==> config.mk <==
export PLATFORM = sky130hd
export DESIGN_NAME = executeStage
export DESIGN_NICKNAME = d
export VERILOG_FILES = /design/src/rtl/isaPkg.sv /design/src/rtl/pipePkg.sv /design/src/rtl/executeStage.sv
export VERILOG_INCLUDE_DIRS = /design/src /design/src/rtl
export SDC_FILE = /design/constraint.sdc
export NUM_CORES = 1
export LEC_CHECK = 0
export BUFFER_PORTS_ARGS = -buffer_cell sky130_fd_sc_hd__buf_2
export CORE_AREA = 2 2 147 149
export DETAILED_ROUTE_END_ITERATION = 16
export DIE_AREA = 0 0 149 151
export HOLD_SLACK_MARGIN = 0.15
export PLACE_DENSITY = 0.74
export SETUP_SLACK_MARGIN = 0.5
export SLEW_MARGIN = 20
export SYNTH_ARGS = -nofsm -noshare
export SYNTH_HDL_FRONTEND = slang
export SYNTH_SLANG_ARGS = --single-unit
==> constraint.sdc <==
create_clock -name clk -period 6.1 [get_ports clk]
set_input_delay 0.305 -clock clk [delete_from_list [all_inputs] [get_ports clk]]
set_output_delay 0.305 -clock clk [all_outputs]
set_load 0.005 [all_outputs]
==> src/rtl/cpuSettings.svh <==
`ifndef CPU_SETTINGS_SVH
`define CPU_SETTINGS_SVH

// Instruction memory size in 32-bit words
`define IMEM_DEPTH 256

// Data memory size in 32-bit words
`define DMEM_DEPTH 256

// paddr[15:REGION_LSB] picks the region
// paddr[REGION_LSB-1:2] is the word address inside it
`define REGION_LSB 12

`endif

==> src/rtl/isaPkg.sv <==
package isaPkg;

	typedef enum logic [5:0] {
		OP_RTYPE = 6'b000000,
		OP_LI    = 6'b001001,
		OP_XORI  = 6'b001110,
		OP_LW    = 6'b100011,
		OP_SW    = 6'b101011
	} opcodeE;

	typedef enum logic [5:0] {
		FN_SYSCALL = 6'b001100,
		FN_ADD     = 6'b100000,
		FN_SUB     = 6'b100010,
		FN_SLT     = 6'b101010
	} funcE;

	// I-type immediate overlays rd, shamt and func
	typedef struct packed {
		opcodeE     opcode;
		logic [4:0] rs;
		logic [4:0] rt;
		logic [4:0] rd;
		logic [4:0] shamt;
		funcE       func;
	} instrT;

	function automatic logic isSyscall(input instrT i);
		return i.opcode == OP_RTYPE && i.func == FN_SYSCALL;
	endfunction

	function automatic logic writesReg(input instrT i);
		case (i.opcode)
			OP_RTYPE: return i.func inside {FN_ADD, FN_SUB, FN_SLT};
			OP_LI, OP_XORI, OP_LW: return 1'b1;
			default: return 1'b0;
		endcase
	endfunction

	function automatic logic [4:0] destReg(input instrT i);
		return (i.opcode == OP_RTYPE) ? i.rd : i.rt;
	endfunction

	// rt is a source only for R-type and stores
	function automatic logic readsRt(input instrT i);
		return i.opcode == OP_RTYPE || i.opcode == OP_SW;
	endfunction

	function automatic logic [31:0] immOf(input instrT i);
		logic [31:0] raw;
		raw = i;
		return {{16{raw[15]}}, raw[15:0]};
	endfunction

endpackage

==> src/rtl/pipePkg.sv <==
`include "cpuSettings.svh"

package pipePkg;

	import isaPkg::*;

	typedef struct packed {
		logic  valid;
		instrT instr;
	} ifIdT;

	typedef struct packed {
		logic        valid;
		instrT       instr;
		logic [31:0] opA;
		logic [31:0] opB;
	} idExT;

	typedef struct packed {
		logic        valid;
		instrT       instr;
		logic [31:0] aluResult;
		logic [31:0] storeData;
	} exMemT;

	// Register write port, also the older forwarding source
	typedef struct packed {
		logic        en;
		logic [4:0]  dest;
		logic [31:0] value;
	} wbT;

	typedef struct packed {
		logic        psel;
		logic        penable;
		logic        pwrite;
		logic [15:0] paddr;
		logic [31:0] pwdata;
	} apbReqT;

	typedef struct packed {
		logic [31:0] prdata;
		logic        pready;
		logic        pslverr;
	} apbRspT;

	typedef struct packed {
		logic                    en;
		logic                    wr;
		logic [`REGION_LSB-3:0]  addr;
		logic [31:0]             wdata;
	} hostAccessT;

	typedef enum logic [1:0] {
		IDLE    = 2'd0,
		RUNNING = 2'd1,
		HALTED  = 2'd2
	} runStateE;

endpackage

==> src/rtl/executeStage.sv <==
`include "cpuSettings.svh"

module executeStage import isaPkg::*, pipePkg::*; (
	input  logic  clk,
	input  logic  rstN,
	input  idExT  idEx,
	input  wbT    wb,
	input  logic  runStart,
	output exMemT exMem
);

	localparam int DAW = $clog2(`DMEM_DEPTH);

	instrT instr;
	logic [31:0] fwdA;
	logic [31:0] fwdB;
	logic [31:0] addrSum;
	logic [31:0] result;

	// Newest producer wins
	function automatic logic [31:0] forward(input logic [4:0] idx, input logic [31:0] regVal);
		if (idx == 5'd0) return regVal;
		if (exMem.valid && writesReg(exMem.instr) && destReg(exMem.instr) == idx)
			return exMem.aluResult;
		if (wb.en && wb.dest == idx) return wb.value;
		return regVal;
	endfunction

	assign instr = idEx.instr;
	assign fwdA = forward(instr.rs, idEx.opA);
	// opB is the immediate when rt is a destination
	assign fwdB = readsRt(instr) ? forward(instr.rt, idEx.opB) : idEx.opB;
	assign addrSum = fwdA + immOf(instr);

	always_comb begin
		case (instr.opcode)
			OP_RTYPE: begin
				case (instr.func)
					FN_ADD: result = fwdA + fwdB;
					FN_SUB: result = fwdA - fwdB;
					FN_SLT: result = {31'd0, $signed(fwdA) < $signed(fwdB)};
					default: result = 32'd0;
				endcase
			end
			OP_XORI: result = fwdA ^ fwdB;
			OP_LI: result = fwdB;
			// Word address wraps inside data memory
			OP_LW, OP_SW: result = {{(32-DAW){1'b0}}, addrSum[DAW-1:0]};
			default: result = 32'd0;
		endcase
	end

	always_ff @(posedge clk) begin
		exMem.instr <= instr;
		exMem.aluResult <= result;
		exMem.storeData <= fwdB;
		if (!rstN || runStart) exMem.valid <= 1'b0;
		else exMem.valid <= idEx.valid;
	end

endmodule

# Yosys cells after proc, flatten, opt, wreduce, memory -nomap -nowiden

Cells that the tools add are included.

Eq/ne operators: 17
Bitwise operators: 1
Mux-type cells: 31
Multipliers: 0
Add/subtract/negate cells: 3
Reduce and logical (&&, ||, !) cells: 16
Div/mod/pow operators: 0
$lt $le $gt $ge: 1
Shifts and indexed selects: 0

Operator list:

| cell                                                | count |
|---|---|
| two-way mux 32 bit                                  | 13 |
| case mux 32 bit (4 select lines)                    | 1 |
| case mux 32 bit (3 select lines)                    | 1 |
| equality test 6 bit, second input constant          | 9 |
| adder 32 bit                                        | 1 |
| < comparator 32 bit                                 | 1 |
| subtractor 32 bit                                   | 1 |
| XOR 32 bit                                          | 1 |
| equality test 6 x 4 -> 1 bit, second input constant | 4 |
| equality test 5 bit                                 | 4 |
| two-way mux 1 bit                                   | 14 |
| zero test 6 bit                                     | 2 |
| zero test 5 bit                                     | 2 |
| adder 8 bit                                         | 1 |
| logical AND 1 bit                                   | 6 |
| two-way mux 5 bit                                   | 1 |
| nonzero test 3 bit                                  | 1 |
| OR reduction 3 bit                                  | 1 |
| logical OR 1 bit                                    | 2 |
| case mux 1 bit (2 select lines)                     | 1 |
| OR reduction 2 bit                                  | 1 |
| zero test 1 bit                                     | 1 |

RAM bits: 0
Memories kept: 0
Bits in latches: 0
Input bits: 138
Memory bits (read-only): 0
Output and inout port bits: 97
Flip-flop bits (word level): 97

# Depth between registers and ports, before layout

Depth in word-level cells: 17
Gate-level depth with buffers: 22

# Least setup slack after synthesis

Ideal clock, no wire load.

Path type: register -> register
Start: register exMem[90] (netlist name)
End: register exMem[57] (netlist name)
Slack: 622 ps
Path buffers: 2
Period minus slack after synthesis: 5478 ps
Stages on the path, launching flop included: 20
Arrival: 5356 ps
Path through: dfxtp_1 > or4_4 > o21ai_0 > a21oi_1 > or4_1 > a2111oi_2 > o21a_1 > buf_1 > o22a_1 > ha_1 > clkbuf_1 > nor3_1 > o21ai_0 > o32ai_1 > a311oi_1 > nor4b_1 > o211ai_1 > a31o_2 > and3_1 > a221o_1

Longest elaborated chain between the ends: 15
Elaborated cells between the ends (all ways): 35

RTL lines:

| what                                                                       | RTL line                               | RTL |
|---|---|---|
| start, declared                                                            | executeStage.sv:9                      | `output exMemT exMem` |
| equality test 6 x 4 -> 1 bit / equality test 6 bit (equally long branches) | isaPkg.sv:33                           | `case (i.opcode)` |
| OR reduction 3 bit                                                         | isaPkg.sv:33                           |  |
| case mux 1 bit (2 select lines)                                            | isaPkg.sv:33                           |  |
| two-way mux 1 bit                                                          | executeStage.sv:23                     | `if (exMem.valid && writesReg(exMem.instr) && destReg(exMem.instr) == idx)` |
| logical AND 1 bit (2 in a row)                                             | executeStage.sv:23                     |  |
| two-way mux 32 bit                                                         | executeStage.sv:23                     |  |
| two-way mux 32 bit                                                         | executeStage.sv:25                     | `if (wb.en && wb.dest == idx) return wb.value;` |
| two-way mux 32 bit                                                         | executeStage.sv:26                     | `return regVal;` |
| two-way mux 32 bit                                                         | executeStage.sv:25                     |  |
| two-way mux 32 bit                                                         | executeStage.sv:23                     |  |
| two-way mux 32 bit                                                         | executeStage.sv:32                     | `assign fwdB = readsRt(instr) ? forward(instr.rt, idEx.opB) : idEx.opB;` |
| subtractor 32 bit / adder 32 bit (equally long branches)                   | executeStage.sv:40, executeStage.sv:39 |  |
| case mux 32 bit (3 select lines)                                           | executeStage.sv:38                     | `case (instr.func)` |
| case mux 32 bit (4 select lines) (*)                                       | executeStage.sv:36                     | `case (instr.opcode)` |
| via result[25]                                                             | executeStage.sv:18                     | `logic [31:0] result;` |

The timed path passes the listed nets; every way through them passes the cells marked *. The select of a mux whose other input is x is not followed.
A chain may end at the register's enable or synchronous reset.

# Worst setup path in the final report

Start: register exMem[93] (netlist name)
End: register exMem[58] (netlist name)

Longest elaborated chain between the ends: 15
Elaborated cells between the ends (all ways): 35

RTL lines:

| what                                                                       | RTL line                               | RTL |
|---|---|---|
| equality test 6 x 4 -> 1 bit / equality test 6 bit (equally long branches) | isaPkg.sv:33                           |  |
| OR reduction 3 bit                                                         | isaPkg.sv:33                           |  |
| case mux 1 bit (2 select lines)                                            | isaPkg.sv:33                           |  |
| two-way mux 1 bit                                                          | executeStage.sv:23                     |  |
| logical AND 1 bit                                                          | executeStage.sv:23                     |  |
| logical AND 1 bit (*)                                                      | executeStage.sv:23                     |  |
| two-way mux 32 bit                                                         | executeStage.sv:23                     |  |
| two-way mux 32 bit                                                         | executeStage.sv:25                     |  |
| two-way mux 32 bit                                                         | executeStage.sv:26                     |  |
| two-way mux 32 bit (*)                                                     | executeStage.sv:25                     |  |
| two-way mux 32 bit (*)                                                     | executeStage.sv:23                     |  |
| two-way mux 32 bit (*)                                                     | executeStage.sv:32                     |  |
| via fwdB[0]                                                                | executeStage.sv:16                     | `logic [31:0] fwdB;` |
| subtractor 32 bit / adder 32 bit (equally long branches)                   | executeStage.sv:40, executeStage.sv:39 |  |
| case mux 32 bit (3 select lines) (*)                                       | executeStage.sv:38                     |  |
| case mux 32 bit (4 select lines) (*)                                       | executeStage.sv:36                     |  |
| via result[26]                                                             | executeStage.sv:18                     |  |

Marks and branches as above.

==> results.json <==
{
  "crit_type": "reg2reg",
  "largest_register_ffs": 97,
  "yosys_warnings": 0,
  "reg2regPathDepth": 19,
  "post-route-util_pct": 53.5,
  "layout.nets": 1550,
  "synthToLayoutAreaGrowth_pct": 34.5,
  "clock_power_share_pct": 30.4,
  "synthArstFlopShare_pct": 0,
  "grt_usage_pct": 28.4,
  "ff_latch_area_um2": 1950,
  "htree_levels": 3,
  "regMostFlops": "exMem",
  "ys_seq_area_share_pct": 23.4,
  "synth-simple-area-share_pct": 17.8,
  "viasPerCell": 6.07,
  "die_width_um": 149,
  "drv_slew": 0,
  "avgSynthCellArea_um2": 7.70,
  "p_leak_nw": 4.93,
  "portBuffers": 234,
  "wl_per_cell_um": 21.0,
  "finalCriticalPeriod_ns": 5.56,
  "hold_path_class": "in2reg",
  "intPower_mw": 1.27,
  "io_pins": 235,
  "synth_compound_area_share_pct": 38.4,
  "worstPathRequired_ns": 6.33,
  "rsz0062_at_grt": "yes",
  "synth.distinct_cells": 79,
  "clk_pin_slew_ns": 0.08,
  "ys_top_cells_by_count": "97 x dfxtp_1, 93 x a21oi_1, 91 x nor2_1",
  "post-dp-hpwl_um": 25000,
  "syn_nets": 1288,
  "clock_sinks": 97,
  "p_comb_share_pct": 35.6,
  "synth_edf_count": 0,
  "cts_tree": "yes",
  "synth-main-ff-cell": "dfxtp_1",
  "setup_ws_ns": 0.543,
  "syn_inst": 1076,
  "synth_area_leader_cell": "dfxtp_1",
  "clk_path_buf_depth": 2,
  "finalSetupViolCount": 0,
  "core_area_um2": 20800,
  "tightest_slew_ns": 1.16,
  "critPathArrivalTime_ns": 5.78,
  "fp.dieArea_um2": 22500,
  "via_count": 9815,
  "netlist_top_cells_area": "dfxtp_1 23%, ha_1 11%, a21oi_1 5.6%",
  "multiInputGateArea_um2": 6310,
  "drive_gt1_share_pct": 30.0,
  "total_power_mw": 2.01,
  "crit_fanout": 17,
  "synth_top_family_by_area": "compound AO/OA/AOI/OAI gates",
  "wl_um": 34000,
  "grt_pass1_wl_um": 50000,
  "clk_latency_ns": 0.37,
  "start_kind": "flip-flop",
  "synth.mux.area_fraction_pct": 0.619,
  "stdcell_count": 1618,
  "ant_nets": 0,
  "grt.overflow.total": 0,
  "post-synth-top-area-fraction_pct": 23.4,
  "synth-seq-cells": 97,
  "swShare_pct": 37.0,
  "power-per-cell-area_nw_per_um2": 180,
  "grt_max_degree": 40,
  "fin_skew_ns": 0.0110,
  "finalSetupTns_ns": 0,
  "cap_viol_max_count": 0,
  "power_frac_seq_pct": 34.0,
  "cts_buffers": 9,
  "antenna_found_initial": 0,
  "rows": 53,
  "synth_area_um2": 8280,
  "end_kind": "flip-flop",
  "nFillCells": 1995,
  "hold_depth": 3,
  "outcome": "complete, no violations",
  "synth_most_common_cell": "dfxtp_1",
  "die_h_um": 151,
  "switchingPower_uw": 744,
  "cts-root-buf": "clkbuf_16",
  "antenna_cells": 0,
  "placedCellCount": 1551,
  "place_ws_ns": 0.0366,
  "finalHoldViolations": 0,
  "gp_congestion": 1.01,
  "clock.fmax_mhz": 180,
  "drt_iter0_markers": 791,
  "relSlewSlack_pct": 22.5,
  "synth_xor_area_share_pct": 2.11,
  "grt_pass1_vias": 9128,
  "peakVddDrop_v": 0.000110,
  "start_util_pct": 39.8,
  "firstDrtPassIters": 6,
  "drc": 0,
  "top_regs": "exMem: 97 flops",
  "yosys.area_share.adder_pct": 11.5,
  "period_share_pct": 91.1
}
-- metal layers --
layer,vias to the layer above,track usage (%),wire [um]
met2,545,47.6,15900
met5,-,0,0
met4,0,10.5,1140
met3,89,4.76,2670
met1,4585,36.8,14300
li1,4596,-,-
-- layout by cell type, fill, tap and decap left out, drive strengths merged, types with 7 or more instances in the layout --
cell type      n
and3          14
nand3         26
buf          281
a211o         10
dfxtp         97
nand2b        13
o21bai        11
a31oi          8
xnor2         10
nor3          28
ha            71
inv           75
nand2         54
o21ai         75
or3            7
o31ai          7
a221o          7
o22ai         42
xor2          10
dlygate4sd3   32
a22oi         10
a21o          27
a211oi        13
a21oi        103
nor2          91
nor2b          9
nor4          13
clkbuf        10
o21a           8
a2bb2oi       11
o22a          52
o211ai        14
-- kinds of logic after synthesis --
group,after synthesis
adders and majority gates,74
and+or+nand+nor,295
muxes,5
xor gates and xnor gates,20
DFF,97
AOI/OAI and AO/OA,452
buffers and inverters,133
-- critical path, cell delays in order (launching register included) --
cell,delay [ns]
dfxtp_4,0.37
or4_4,0.62
o21ai_2,0.23
a21oi_1,0.14
or4_4,0.53
or3_4,0.45
buf_12,0.17
o22ai_2,0.19
a2bb2oi_4,0.11
ha_2,0.23
fa_1,0.46
o21bai_2,0.17
o2111ai_2,0.16
a211oi_2,0.32
a211o_1,0.23
a31o_4,0.20
o21ai_0,0.13
o41ai_2,0.34
mux2i_1,0.24
o211ai_1,0.12
-- worst paths after layout --
path / from / to / slack, ns
worst max-delay path: exMem[93] / exMem[58] / 0.54
worst min-delay path: idEx[96] / exMem[96] / 0.16
worst max register to register: exMem[93] / exMem[58] / 0.54
worst min register to register: exMem[51] / exMem[19] / 0.68
-- power groups by stage --
stage	registers, mW	clock network (mW)	logic, mW
floorplan	0.698	0	0.394
global placement	0.697	0	0.614
detailed placement	0.698	0	0.612
CTS	0.684	0.616	0.650
global route	0.687	0.641	0.774
finish	0.684	0.610	0.716
-- cell type report --
type	instances	share of cell area (%)
multi-input cells	846	56.7
repair buffers	314	17.7
clock inverters	7	0.707
clock buffers	9	2.02
flip-flops and latches	97	17.5
inverters	70	2.39
well taps	275	3.09
-- repair_timing --
item | CTS | global route
endpoints found under the hold margin | 31 | 1
cloned | 0 | 1
hold buffers | 31 | 1
setup buffers | 4 | 14
setup endpoints to repair | 15 | 23
pin swaps | 6 | 15
gates resized for setup | 29 | 74
-- stage by stage --
step                      area (um2)  hold WS (ns)
after floorplan                 8280         0.333
after global placement          9820         0.408
after detailed placement        9820         0.409
after CTS                      10600         0.150
after global routing           11100         0.158
final                          11100         0.164
No activity file was read; power rests on OpenSTA's default activity.
