--- src/rtl/cpuSettings.svh ---
`ifndef CPU_SETTINGS_SVH
`define CPU_SETTINGS_SVH

// Instruction memory size in 32-bit words
`define IMEM_DEPTH 256

// Data memory size in 32-bit words
`define DMEM_DEPTH 256

// paddr[15:REGION_LSB] picks the region
// paddr[REGION_LSB-1:2] is the word address inside it
`define REGION_LSB 12

`endif

--- src/rtl/isaPkg.sv ---
package isaPkg;

	typedef enum logic [5:0] {
		OP_RTYPE = 6'b000000,
		OP_LI    = 6'b001001,
		OP_XORI  = 6'b001110,
		OP_LW    = 6'b100011,
		OP_SW    = 6'b101011
	} opcodeE;

	typedef enum logic [5:0] {
		FN_SYSCALL = 6'b001100,
		FN_ADD     = 6'b100000,
		FN_SUB     = 6'b100010,
		FN_SLT     = 6'b101010
	} funcE;

	// I-type immediate overlays rd, shamt and func
	typedef struct packed {
		opcodeE     opcode;
		logic [4:0] rs;
		logic [4:0] rt;
		logic [4:0] rd;
		logic [4:0] shamt;
		funcE       func;
	} instrT;

	function automatic logic isSyscall(input instrT i);
		return i.opcode == OP_RTYPE && i.func == FN_SYSCALL;
	endfunction

	function automatic logic writesReg(input instrT i);
		case (i.opcode)
			OP_RTYPE: return i.func inside {FN_ADD, FN_SUB, FN_SLT};
			OP_LI, OP_XORI, OP_LW: return 1'b1;
			default: return 1'b0;
		endcase
	endfunction

	function automatic logic [4:0] destReg(input instrT i);
		return (i.opcode == OP_RTYPE) ? i.rd : i.rt;
	endfunction

	// rt is a source only for R-type and stores
	function automatic logic readsRt(input instrT i);
		return i.opcode == OP_RTYPE || i.opcode == OP_SW;
	endfunction

	function automatic logic [31:0] immOf(input instrT i);
		logic [31:0] raw;
		raw = i;
		return {{16{raw[15]}}, raw[15:0]};
	endfunction

endpackage

--- src/rtl/pipePkg.sv ---
`include "cpuSettings.svh"

package pipePkg;

	import isaPkg::*;

	typedef struct packed {
		logic  valid;
		instrT instr;
	} ifIdT;

	typedef struct packed {
		logic        valid;
		instrT       instr;
		logic [31:0] opA;
		logic [31:0] opB;
	} idExT;

	typedef struct packed {
		logic        valid;
		instrT       instr;
		logic [31:0] aluResult;
		logic [31:0] storeData;
	} exMemT;

	// Register write port, also the older forwarding source
	typedef struct packed {
		logic        en;
		logic [4:0]  dest;
		logic [31:0] value;
	} wbT;

	typedef struct packed {
		logic        psel;
		logic        penable;
		logic        pwrite;
		logic [15:0] paddr;
		logic [31:0] pwdata;
	} apbReqT;

	typedef struct packed {
		logic [31:0] prdata;
		logic        pready;
		logic        pslverr;
	} apbRspT;

	typedef struct packed {
		logic                    en;
		logic                    wr;
		logic [`REGION_LSB-3:0]  addr;
		logic [31:0]             wdata;
	} hostAccessT;

	typedef enum logic [1:0] {
		IDLE    = 2'd0,
		RUNNING = 2'd1,
		HALTED  = 2'd2
	} runStateE;

endpackage

--- src/rtl/hostPort.sv ---
`include "cpuSettings.svh"

module hostPort import pipePkg::*; (
	input  logic        clk,
	input  logic        rstN,
	input  apbReqT      apbReq,
	output apbRspT      apbRsp,
	output hostAccessT  imemAcc,
	output hostAccessT  dmemAcc,
	output hostAccessT  regAcc,
	input  logic [31:0] imemRdata,
	input  logic [31:0] dmemRdata,
	input  logic [31:0] regRdata,
	input  logic        sysRetire,
	output logic        runStart,
	output logic        running
);

	localparam int RW = 16 - `REGION_LSB;
	localparam logic [RW-1:0] REGION_IMEM = 'd0;
	localparam logic [RW-1:0] REGION_DMEM = 'd1;
	localparam logic [RW-1:0] REGION_REGS = 'd2;
	localparam logic [RW-1:0] REGION_CTRL = 'd3;

	runStateE state;
	runStateE statusQ;
	logic [RW-1:0] region;
	logic [RW-1:0] regionQ;
	logic setup;
	logic illegal;
	logic errQ;
	logic startWr;
	hostAccessT acc;

	assign setup = apbReq.psel && !apbReq.penable;
	assign region = apbReq.paddr[15:`REGION_LSB];
	assign startWr = setup && apbReq.pwrite && region == REGION_CTRL && apbReq.pwdata == 32'd1;
	assign runStart = startWr && state != RUNNING;
	assign running = state == RUNNING;

	always_comb begin
		case (region)
			REGION_IMEM, REGION_DMEM: illegal = running;
			REGION_REGS: illegal = apbReq.pwrite;
			REGION_CTRL: illegal = 1'b0;
			default: illegal = 1'b1;
		endcase
	end

	// Targets see the setup-phase address and answer one cycle later
	always_comb begin
		acc.en = 1'b0;
		acc.wr = apbReq.pwrite;
		acc.addr = apbReq.paddr[`REGION_LSB-1:2];
		acc.wdata = apbReq.pwdata;
		imemAcc = acc;
		dmemAcc = acc;
		regAcc = acc;
		imemAcc.en = setup && !illegal && region == REGION_IMEM;
		dmemAcc.en = setup && !illegal && region == REGION_DMEM;
		regAcc.en = setup && !illegal && region == REGION_REGS;
	end

	always_ff @(posedge clk) begin
		if (!rstN) begin
			state <= IDLE;
		end else begin
			case (state)
				IDLE, HALTED: if (startWr) state <= RUNNING;
				RUNNING: if (sysRetire) state <= HALTED;
				default: state <= IDLE;
			endcase
		end
	end

	always_ff @(posedge clk) begin
		if (setup) begin
			regionQ <= region;
			errQ <= illegal;
			statusQ <= state;
		end
	end

	always_comb begin
		case (regionQ)
			REGION_IMEM: apbRsp.prdata = imemRdata;
			REGION_DMEM: apbRsp.prdata = dmemRdata;
			REGION_REGS: apbRsp.prdata = regRdata;
			REGION_CTRL: apbRsp.prdata = {30'd0, statusQ};
			default: apbRsp.prdata = 32'd0;
		endcase
		if (errQ) apbRsp.prdata = 32'd0;
		apbRsp.pready = apbReq.psel && apbReq.penable;
		apbRsp.pslverr = apbReq.psel && apbReq.penable && errQ;
	end

endmodule

--- config.mk ---
export PLATFORM = sky130hd
export DESIGN_NAME = hostPort
export DESIGN_NICKNAME = d
export VERILOG_FILES = /design/src/rtl/isaPkg.sv /design/src/rtl/pipePkg.sv /design/src/rtl/hostPort.sv
export VERILOG_INCLUDE_DIRS = /design/src /design/src/rtl
export SDC_FILE = /design/constraint.sdc
export NUM_CORES = 1
export LEC_CHECK = 0
export BUFFER_PORTS_ARGS = -buffer_cell sky130_fd_sc_hd__buf_2
export CORE_AREA = 5 5 119 121
export CTS_CLUSTER_DIAMETER = 30
export CTS_CLUSTER_SIZE = 24
export DETAILED_ROUTE_END_ITERATION = 7
export DIE_AREA = 0 0 124 126
export SLEW_MARGIN = 40
export SYNTH_ARGS = -nofsm -noshare
export SYNTH_HDL_FRONTEND = slang
export SYNTH_SLANG_ARGS = --single-unit
--- constraint.sdc ---
create_clock -name clk -period 1.7 [get_ports clk]
set_input_delay 0.17 -clock clk [delete_from_list [all_inputs] [get_ports clk]]
set_output_delay 0.17 -clock clk [all_outputs]
set_load 0.05 [all_outputs]
**Word level (Yosys, flattened, before mapping)**

Index checks and enable logic that the tools add are counted.

- Eq/ne operators: 12
- Muxes and demuxes: 6
- Reductions and logical operators: 19

Operators with widths:

| operator | count |
|---|---|
| $pmux 32 s4 | 1 |
| $eq 32x1->1 const B | 1 |
| $mux 32 | 1 |
| $eq 4x2->1 const B | 4 |
| $logic_and 1x1->1 | 11 |
| $eq 4x1->1 const B | 2 |
| $logic_not 4->1 | 2 |
| $mux 2 | 2 |
| $ne 2x2->1 const B | 2 |
| $pmux 2 s2 | 1 |
| $reduce_or 2->1 | 2 |
| $pmux 1 s3 | 1 |
| $eq 2x1->1 const B | 1 |
| $eq 2x2->1 const B | 1 |
| $logic_not 1->1 | 2 |
| $logic_not 2->1 | 1 |
| $ne 2x1->1 const B | 1 |
| $reduce_and 2->1 | 1 |

- Bits in registers: 9
- Input port bits: 150
- Output and inout port bits: 168
- Word-level logic and storage cells: 41

**Logic depth before layout (Yosys ltp)**

Gate-level depths: netlist of the first run.

- Depth after elaboration: 7
- Depth in mapped cells: 4
- Mapped depth without buffers: 4

**Least setup slack after synthesis of the first run**

Ideal clock, no wire load.

- Kind: flip-flop to output port
- Start: reg regionQ[0]
- End: out apbRsp[10] (netlist bit)
- Data arrival time: 1.967 ns
- Data required time: 1.530 ns
- Setup slack: -0.437 ns
- Stages on the path, launching flop included: 5
- Buffers on the path: 1
- Cells stage by stage: edfxtp_1 -> nor4b_1 -> buf_2 -> a22oi_1 -> a21oi_1

RTL lines:

| what | line | text |
|---|---|---|
| from (decl) | hostPort.sv:28 | `logic [RW-1:0] regionQ;` |
| from (signal assigned) | hostPort.sv:78 | `regionQ <= region;` |
| to (decl) | hostPort.sv:7 | `output apbRspT apbRsp,` |

==> impl_metrics.yaml, run 1 <==
grt:
  antenna_found_initial: 1
  grt_max_degree: 31
  grtUsageTotal_pct: 11.6
  grt_overflow_total: 0
  grt_pass1_wl_mm: 14.1
  first_global_vias: 2690
setup_path:
  crit_path_start_kind: "flip-flop"
  critPathArrivalTime_ns: 1.91
  required_ns: 1.53
  crit_buf_inv: 4
  path_max_fanout: 10
  worst_path_max_delay_cell: "edfxtp_1"
  crit_path_max_incr_delay_ns: 0.45
  cp-end-kind: "output pin"
  reg2reg_setup_slack_ns: 0.32
  cp_common_cell: "buf_6"
  critPathTopFamily: "buffers and inverters"
  cp_cell_sequence: "buf_6 -> nor4b_4 -> buf_4 -> buf_12 -> a22oi_1 -> a21oi_4 -> buf_6"
  worstSetupPathType: "flip-flop to output pin"
floorplan:
  coreArea_sq_mm: 0.0130
  dieWidth_um: 124
  die_h_um: 126
  ios: 318
  dieArea_sq_mm: 0.0156
  start_util_pct: 16.1
  row_count: 42
synth:
  ys_warn_count: 0
  yosysSeqAreaShare_pct: 12.0
  synth.top_cell.area_share_pct: 46.3
  synth_area_leader_cell: "buf_4"
  synth_xor_area_share_pct: 0
  synth_compound_area_share_pct: 19.0
  yosys.cell_types.count: 32
  synthTopCellsByArea: "buf_4, a22oi_1, edfxtp_1"
  synthAdderAreaFrac_pct: 0
  synthFlopType: "edfxtp_1"
  yosys.area_share.simple_pct: 17.7
  synth_enable_flop_cells: 7
  synthCells: 283
  synth_area_sq_mm: 0.00209
  ys_async_sr_fraction_pct: 0
  avgSynthCellArea_sq_um: 7.38
  ys_seq_elements: 9
  synth.net_count: 433
  synth_top_family_by_area: "buffers and inverters"
  synthMuxAreaShare_pct: 2.16
timing:
  slew_violations: 0
  timing.hold.ws_ns: 0.163
  rsz0062_at_grt: "true"
  period_share_pct: 122
  tightest_slew_ns: 0.370
  fin_worst_skew_ns: 0.00225
  setup_ws_ns: -0.381
  max_freq_ghz: 0.481
  final.setup.tns_ns: -10.40
  hold_violations: 0
  slew_headroom_pct: 75.1
  fin_crit_ns: 2.08
  setup_violations: 32
cells_and_area:
  drive_gt1_share_pct: 85.0
  fin_util_pct: 31.1
  diodes: 0
  layout_commonest_cell: "buf_2"
  num-fill-cells: 1400
  multiInputGateArea_sq_mm: 0.00135
  areaGrowthSynthToFinish_pct: 93.1
  mostFrequentLayoutCells: "buf_2, buf_4, buf_6, a21oi_4, nand2_1"
  final_area_sq_mm: 0.00404
  nets: 623
  seq_area_sq_um: 250
clocking:
  cts_max_level: 1
  cts.clk_slew.worst_paths_ns: 0.04
  hold_buffers: 0
  cts_made_buffers: 3
  clock_latency_ns: 0.23
  cts_root_buf: "clkbuf_16"
  cts_max_path_buffers: 2
  tritoncts: "built"
  cts_sinks: 9
pwr:
  p_leak_nw: 1.78
  sw_frac_of_total_pct: 49.1
  ir_worst_vdd_uv: 330
  power.internal_w: 0.000947
  pwr-share-clk_pct: 21.9
  net-switching-power_w: 0.000915
  power.density_mw_per_mm2: 462
  pwr-share-comb_pct: 64.0
  p_total_w: 0.00186
  seqPwrFrac_pct: 14.1
route:
  drt_iter0_markers: 56
  avgViaCountPerCell: 4.13
  wirelength_mm: 10.8
  drtAntennaViolNets: 0
  dr.pass1.iters: 4
  wl_per_cell_um: 16.7
  drc_errors: 0
  vias: 2674
placement:
  hpwl_mm: 9.11
  io_buffers: 275
  placed_area_sq_mm: 0.00342
  gp_congestion: 0.813
flow_run:
  maxCapViolations: 0
min_path:
  worstHoldPathType: "input port to flip-flop"
outcome:
  failed_checks: "negative setup slack"
  outcome: "finished with violations"
-- final cells by class --
cell class	instances	area share, %
Clock buffer	4	1.95
Timing Repair Buffer	327	52.8
Tap cell	176	5.46
Inverter	1	0.0930
Multi-Input combinational cell	131	33.5
Sequential cell	9	6.20
-- registers in the layout, summed over array words and instances, names as in the netlist --
signal	flops
errQ	1
state	2
regionQ	4
statusQ	2
-- power groups by stage --
stage	clock network, W	registers (W)	logic (W)
2_1_floorplan	0	0.000262	0.00102
3_3_place_gp	0	0.000269	0.00111
3_5_place_dp	0	0.000269	0.00111
4_1_cts	0.000422	0.000265	0.00113
5_1_grt	0.000431	0.000263	0.00125
6_report	0.000408	0.000262	0.00119
-- metrics by stage --
| step | setup slack (ns) | instances |
|---|---|---|
| 2_1_floorplan | -0.0879 | 283 |
| 3_3_place_gp | -0.167 | 633 |
| 6_report | -0.381 | 648 |
| 3_5_place_dp | -0.159 | 633 |
| 4_1_cts | -0.291 | 638 |
| 5_1_grt | -0.425 | 648 |
-- timing repair --
action                                  CTS  global route
pin swaps                                 2            25
setup buffers                             1             6
endpoints found under the setup margin   33            34
gates cloned                              0             4
resized for setup                        58            58
-- cell usage after synthesis, types with 4 or more instances --
cell,instances
clkbuf_1,6
nor2_1,4
a22oi_1,30
nor4_1,6
nor2b_1,4
nand2_1,33
a21oi_1,31
edfxtp_1,7
buf_2,6
buf_4,129
-- cell families (layout without fill, tap and decap cells) --
kind of cell / Yosys count / after routing
buffers and inverters: 143 / 332
AND/OR/NAND/NOR: 66 / 66
AO/OA/AOI/OAI: 63 / 63
flip-flops: 9 / 9
multiplexers: 2 / 2
-- final timing paths --
| path | start | to | cells past startpoint |
|---|---|---|---|
| hold / removal | sysRetire | state[0] | 2 |
| setup / recovery | regionQ[2] | apbRsp[32] | 7 |
| hold reg to reg | state[0] | statusQ[0] | 0 |
| setup reg to reg | state[1] | errQ | 4 |
-- routing by layer --
metal	track usage [%]	wire length [um]	part of all wire, %
met5	0	13	0.12
met4	3.03	123	1.1
met3	2.91	1310	12
met2	22.6	5670	53
met1	12.1	3690	34
(Power assumes the default switching activity.)
==> run 2: changes to the inputs <==
- BUFFER_PORTS_ARGS: -buffer_cell sky130_fd_sc_hd__buf_2 -> not set
- DONT_BUFFER_PORTS: not set -> 1
==> run 2 against run 1 <==
Via count shrank 37%. Maximum frequency is 0.65% higher. The flow still finishes with violations (negative setup slack). Die area stayed put. Register-to-register slack is essentially flat. Hold slack got worse by 0.13 ns.
==> impl_metrics.yaml, run 2 (synthesis gave the netlist of run 1 again) <==
outcome:
  outcome: "finished with violations"
  failed_checks: "negative setup slack"
timing:
  rsz0062_at_grt: "true"
  setup_ws_ns: -0.367
  slew_headroom_pct: 56.3
  hold_violations: 0
  fin_worst_skew_ns: 0.00187
  tightest_slew_ns: 0.655
  slew_violations: 0
  fin_crit_ns: 2.07
  max_freq_ghz: 0.484
  period_share_pct: 122
  setup_violations: 32
route:
  wirelength_mm: 9.60
  drc_errors: 0
  drtAntennaViolNets: 0
  vias: 1692
  dr.pass1.iters: 4
  avgViaCountPerCell: 4.39
  wl_per_cell_um: 24.9
  drt_iter0_markers: 46
clocking:
  cts.clk_slew.worst_paths_ns: 0.04
  clock_latency_ns: 0.23
  cts_made_buffers: 3
  cts_sinks: 9
  hold_buffers: 0
  tritoncts: "built"
  cts_max_path_buffers: 2
  cts_root_buf: "clkbuf_16"
  cts_max_level: 1
pwr:
  seqPwrFrac_pct: 24.9
  p_leak_nw: 0.843
  ir_worst_vdd_uv: 148
  p_total_w: 0.00105
  sw_frac_of_total_pct: 29.9
  net-switching-power_w: 0.000315
  pwr-share-comb_pct: 36.2
  power.density_mw_per_mm2: 359
  power.internal_w: 0.000738
  pwr-share-clk_pct: 38.9
grt:
  grt_overflow_total: 0
  met2_usage_pct: 20.5
  grt_util_met1_pct: 7.76
  grt_max_degree: 23
  antenna_found_initial: 2
  grt.busiest_layer: "met2"
  grt_pass1_wl_mm: 11.4
  grtUsageTotal_pct: 10.0
  first_global_vias: 1735
  use_met3_pct: 5.34
setup_path:
  path_max_fanout: 10
  required_ns: 1.53
  worst_path_max_delay_cell: "edfxtp_1"
  cp_cell_sequence: "buf_6 -> nor4_4 -> buf_6 -> buf_8 -> nand2_1 -> a21oi_4 -> buf_12"
  crit_path_max_incr_delay_ns: 0.49
  worstSetupPathType: "flip-flop to output pin"
  cp-end-kind: "output pin"
  crit_path_start_kind: "flip-flop"
  critPathTopFamily: "buffers and inverters"
  critPathArrivalTime_ns: 1.90
  cp_common_cell: "buf_6"
  crit_buf_inv: 4
placement:
  io_buffers: 0
  hpwl_mm: 7.95
  placed_area_sq_mm: 0.00242
  gp_congestion: 0.703
cells_and_area:
  fin_util_pct: 22.6
  final_area_sq_mm: 0.00293
  top_regs: "regionQ: 4 flops, state: 2 flops, statusQ: 2 flops"
  mostFrequentLayoutCells: "buf_12, a21oi_4, a22oi_1, nand2_2, buf_4"
  seq_area_sq_um: 250
  largest_reg_flops: 4
  num-fill-cells: 1350
  top_register: "regionQ"
  areaGrowthSynthToFinish_pct: 40.2
  nets: 359
  layout_commonest_cell: "buf_12"
  drive_gt1_share_pct: 70.2
  multiInputGateArea_sq_mm: 0.00136
floorplan:
  die_h_um: 126
  start_util_pct: 16.1
  dieWidth_um: 124
  coreArea_sq_mm: 0.0130
  row_count: 42
  dieArea_sq_mm: 0.0156
  ios: 318
min_path:
  worstHoldPathType: "input port to flip-flop"
flow_run:
  maxCapViolations: 0
==> run 2: stage by stage <==
step | setup WS, ns | instances | hold slack, ns | TNS [ns]
finish | -0.367 | 385 | 0.0344 | -10.46
global route | -0.434 | 385 | 0.0262 | -12.78
CTS | -0.321 | 371 | 0.0316 | -9.15
detailed placement | -0.176 | 364 | 0.270 | -3.13
global placement | -0.145 | 364 | 0.270 | -2.43
floorplan | -0.0879 | 283 | 0.269 | -0.176
==> run 2: path summary, 6_finish.rpt <==
kind / end / from / slack (ns) / depth (start not counted)
setup / recovery: apbRsp[32] / regionQ[2] / -0.37 / 7
hold / removal: regionQ[2] / apbReq[46] / 0.03 / 0
setup reg to reg: errQ / state[0] / 0.32 / 4
hold reg to reg: statusQ[0] / state[0] / 0.44 / 0
==> run 2: worst register-to-register path, delay by kind of cell (launching register included) <==
family          cells  cell delay [ns]
simple gates        3             0.74
flops               1             0.31
compound gates      1             0.05
==> run 2: cell type report <==
class                           instances  area share, %
Tap cell                              176           7.52
Multi-Input combinational cell        131           46.5
Clock buffer                            4           2.69
Inverter                                1          0.128
Antenna cell                            1         0.0854
Timing Repair Buffer                   63           34.5
Sequential cell                         9           8.54
==> run 2: power groups by stage <==
stage	Clock [W]	Combinational [W]	Sequential (W)
finish	0.000410	0.000381	0.000262
CTS	0.000419	0.000322	0.000266
detailed placement	0	0.000293	0.000271
global route	0.000436	0.000401	0.000264
global placement	0	0.000289	0.000271
floorplan	0	0.00102	0.000262
==> run 2: what timing repair did <==
| item | in CTS | in global routing |
|---|---|---|
| setup endpoints to repair | 32 | 33 |
| pin swaps | 19 | 16 |
| setup buffers | 4 | 7 |
| resized for setup | 29 | 48 |
| cloned | 1 | 6 |
==> run 2: metal layers <==
layer | part of all wire [%] | vias up
met5 | 0 | -
met4 | 1.0 | 0
met3 | 15 | 10
met2 | 57 | 220
met1 | 26 | 752
li1 | - | 710
==> run 3: changes to the inputs <==
- ABC_AREA: not set -> 1
- CORE_AREA: 5 5 119 121 -> 5 5 120 122
- DIE_AREA: 0 0 124 126 -> 0 0 125 127
==> run 3 against run 2 <==
The flow still finishes with violations (negative setup slack). Critical path depth increased by 2. Cell count increased by 32%. Register-to-register slack improved by 0.29 ns. Clock skew about the same. First-iteration DRC count increased by 59%. Synthesized cell count increased by 47%. Flip-flop and latch count unchanged. Die area increased by 1.6%. Non-clock buffer count decreased by 7.
==> impl_metrics.yaml, run 3 <==
outcome:
  outcome: "finished with violations"
  failed_checks: "negative setup slack"
clocking:
  cts_root_buf: "clkbuf_16"
  cts_made_buffers: 3
  hold_buffers: 0
  cts.clk_slew.worst_paths_ns: 0.04
  cts_sinks: 9
  tritoncts: "built"
  cts_max_level: 1
  cts_max_path_buffers: 2
  clock_latency_ns: 0.23
cells_and_area:
  top_regs: "regionQ: 4 flops, state: 2 flops, statusQ: 2 flops"
  areaGrowthSynthToFinish_pct: 16.5
  num-fill-cells: 1423
  layout_commonest_cell: "nand2_1"
  diodes: 0
  largest_reg_flops: 4
  mostFrequentLayoutCells: "nand2_1, buf_12, inv_2, nor2_1, nand3_1"
  top_register: "regionQ"
  nets: 485
  final_area_sq_mm: 0.00280
  drive_gt1_share_pct: 39.5
synth:
  synth_enable_flop_cells: 7
  ys_warn_count: 0
  yosys-top-cells-count: "nand2_1, buf_4, inv_1, nand3_1, nor2_1"
  yosys.cell_types.count: 21
  synth_area_sq_mm: 0.00241
  synth.net_count: 565
  avgSynthCellArea_sq_um: 5.80
  ys_async_sr_fraction_pct: 0
  synthFlopType: "edfxtp_1"
  ys_seq_elements: 9
  synth_area_leader_cell: "buf_4"
  synthCells: 415
  yosysSeqAreaShare_pct: 10.4
  yosysMostFrequentCell: "nand2_1"
  synthTopCellsByArea: "buf_4, nand2_1, edfxtp_1"
  synth.top_cell.area_share_pct: 41.2
placement:
  hpwl_mm: 6.93
  gp_congestion: 0.904
  placed_area_sq_mm: 0.00242
  io_buffers: 0
route:
  wirelength_mm: 8.58
  avgViaCountPerCell: 4.15
  dr.pass1.iters: 4
  drt_iter0_markers: 73
  drtAntennaViolNets: 0
  wl_per_cell_um: 16.8
  vias: 2115
  drc_errors: 0
grt:
  antenna_found_initial: 0
  grt_pass1_wl_mm: 11.7
  first_global_vias: 2136
  grtUsageTotal_pct: 9.14
  grt_overflow_total: 0
  grt_max_degree: 33
timing:
  setup_violations: 32
  setup_ws_ns: -0.191
  fin_worst_skew_ns: 0.00218
  slew_headroom_pct: 71.9
  fin_crit_ns: 1.89
  hold_violations: 0
  period_share_pct: 111
  rsz0062_at_grt: "true"
  max_freq_ghz: 0.529
  slew_violations: 0
  tightest_slew_ns: 0.421
setup_path:
  endpoint: "apbRsp[3]"
  path_max_fanout: 4
  crit_path_start_kind: "flip-flop"
  critPathArrivalTime_ns: 1.72
  reg2reg_depth: 5
  cp-end-kind: "output pin"
  crit_path_start: "regionQ[0]"
  reg2reg_setup_slack_ns: 0.61
  worstSetupPathType: "flip-flop to output pin"
  rr_endpoint: "state[0]"
  r2r-start: "state[1]"
  required_ns: 1.53
pwr:
  ir_worst_vdd_uv: 223
  power.density_mw_per_mm2: 374
  p_leak_nw: 1.33
  p_total_w: 0.00105
min_path:
  worstHoldPathType: "input port to flip-flop"
floorplan:
  coreArea_sq_mm: 0.0131
  ios: 318
  die_h_um: 127
  start_util_pct: 18.4
  dieWidth_um: 125
  dieArea_sq_mm: 0.0159
  row_count: 42
flow_run:
  maxCapViolations: 0
==> run 3: changes by cell type in the layout (fill, tap and decap cells not counted), sizes merged, moves of 3 or more <==
cell   delta
nand2   +105
inv      +46
nand3    +33
a22oi    -30
a21oi    -29
nor2     +25
buf       -9
nor4      -7
nor2b     -4
nor4b     -4
o21ai     +4
or3       -3
==> run 3: area by class of cell <==
cell class | count | area, sq um | area share (%)
Inverter | 47 | 176 | 6.29
Clock buffer | 4 | 78.8 | 2.81
Multi-Input combinational cell | 218 | 1090 | 38.7
Timing Repair Buffer | 56 | 990 | 35.3
Tap cell | 176 | 220 | 7.85
Sequential cell | 9 | 253 | 9.01
==> run 3: metal layers <==
metal / up-vias / track usage, % / wire length, um
met2: 242 / 18.3 / 4540
li1: 958 / - / -
met1: 904 / 8.57 / 2790
met5: - / 0 / 0
met4: 0 / 1.34 / 87
met3: 11 / 4.26 / 1160
==> run 3: worst min path at each step <==
stage | from | end | slack, ns | cells past startpoint
finish | apbReq[46] | regionQ[2] | 0.04 | 0
CTS | apbReq[46] | regionQ[2] | 0.03 | 0
global route | apbReq[45] | regionQ[1] | 0.03 | 0
global placement | apbReq[46] | regionQ[2] | 0.27 | 0
floorplan | apbReq[44] | regionQ[0] | 0.27 | 0
detailed placement | apbReq[46] | regionQ[2] | 0.27 | 0
==> run 3: metrics by stage <==
step / std cells / TNS, ns / hold slack, ns / util (%) / setup WS [ns]
2_1_floorplan: 415 / -0.0591 / 0.269 / - / -0.0591
3_3_place_gp: 498 / 0 / 0.270 / 18.5 / 0.0710
3_5_place_dp: 498 / 0 / 0.270 / 18.5 / 0.0478
4_1_cts: 502 / -4.46 / 0.0332 / 19.3 / -0.169
5_1_grt: 510 / -9.16 / 0.0295 / 21.4 / -0.328
6_report: 510 / -4.81 / 0.0354 / 21.4 / -0.191
==> run 3: kinds of logic after synthesis <==
logic type | after synthesis | share of synthesized area (%)
and+or+nand+nor | 209 | 36.4
buffers and inverters | 188 | 51.1
DFF | 9 | 10.4
AOI/OAI and AO/OA | 9 | 2.08
==> run 3: worst max-delay path, cell delays in order (launching register included) <==
cell	delay [ns]
edfxtp_1	0.44
inv_2	0.12
nand2_2	0.07
nor2_4	0.15
buf_6	0.13
nand2_1	0.04
o21ai_0	0.09
inv_1	0.11
a31oi_4	0.17
buf_12	0.16
==> run 3: repair_timing <==
| action | in CTS | in global routing |
|---|---|---|
| pin swaps | 1 | 3 |
| resized for setup | 37 | 34 |
| endpoints found under the setup margin | 32 | 35 |
| gates cloned | 0 | 4 |
| buffers inserted | 0 | 4 |
==> run 3: power by group <==
group / total [W] / switching [W] / internal (W)
Sequential: 0.000256 / 0.00000774 / 0.000248
Clock: 0.000412 / 0.0000986 / 0.000313
Combinational: 0.000381 / 0.000216 / 0.000164
Total: 0.00105 / 0.000323 / 0.000726
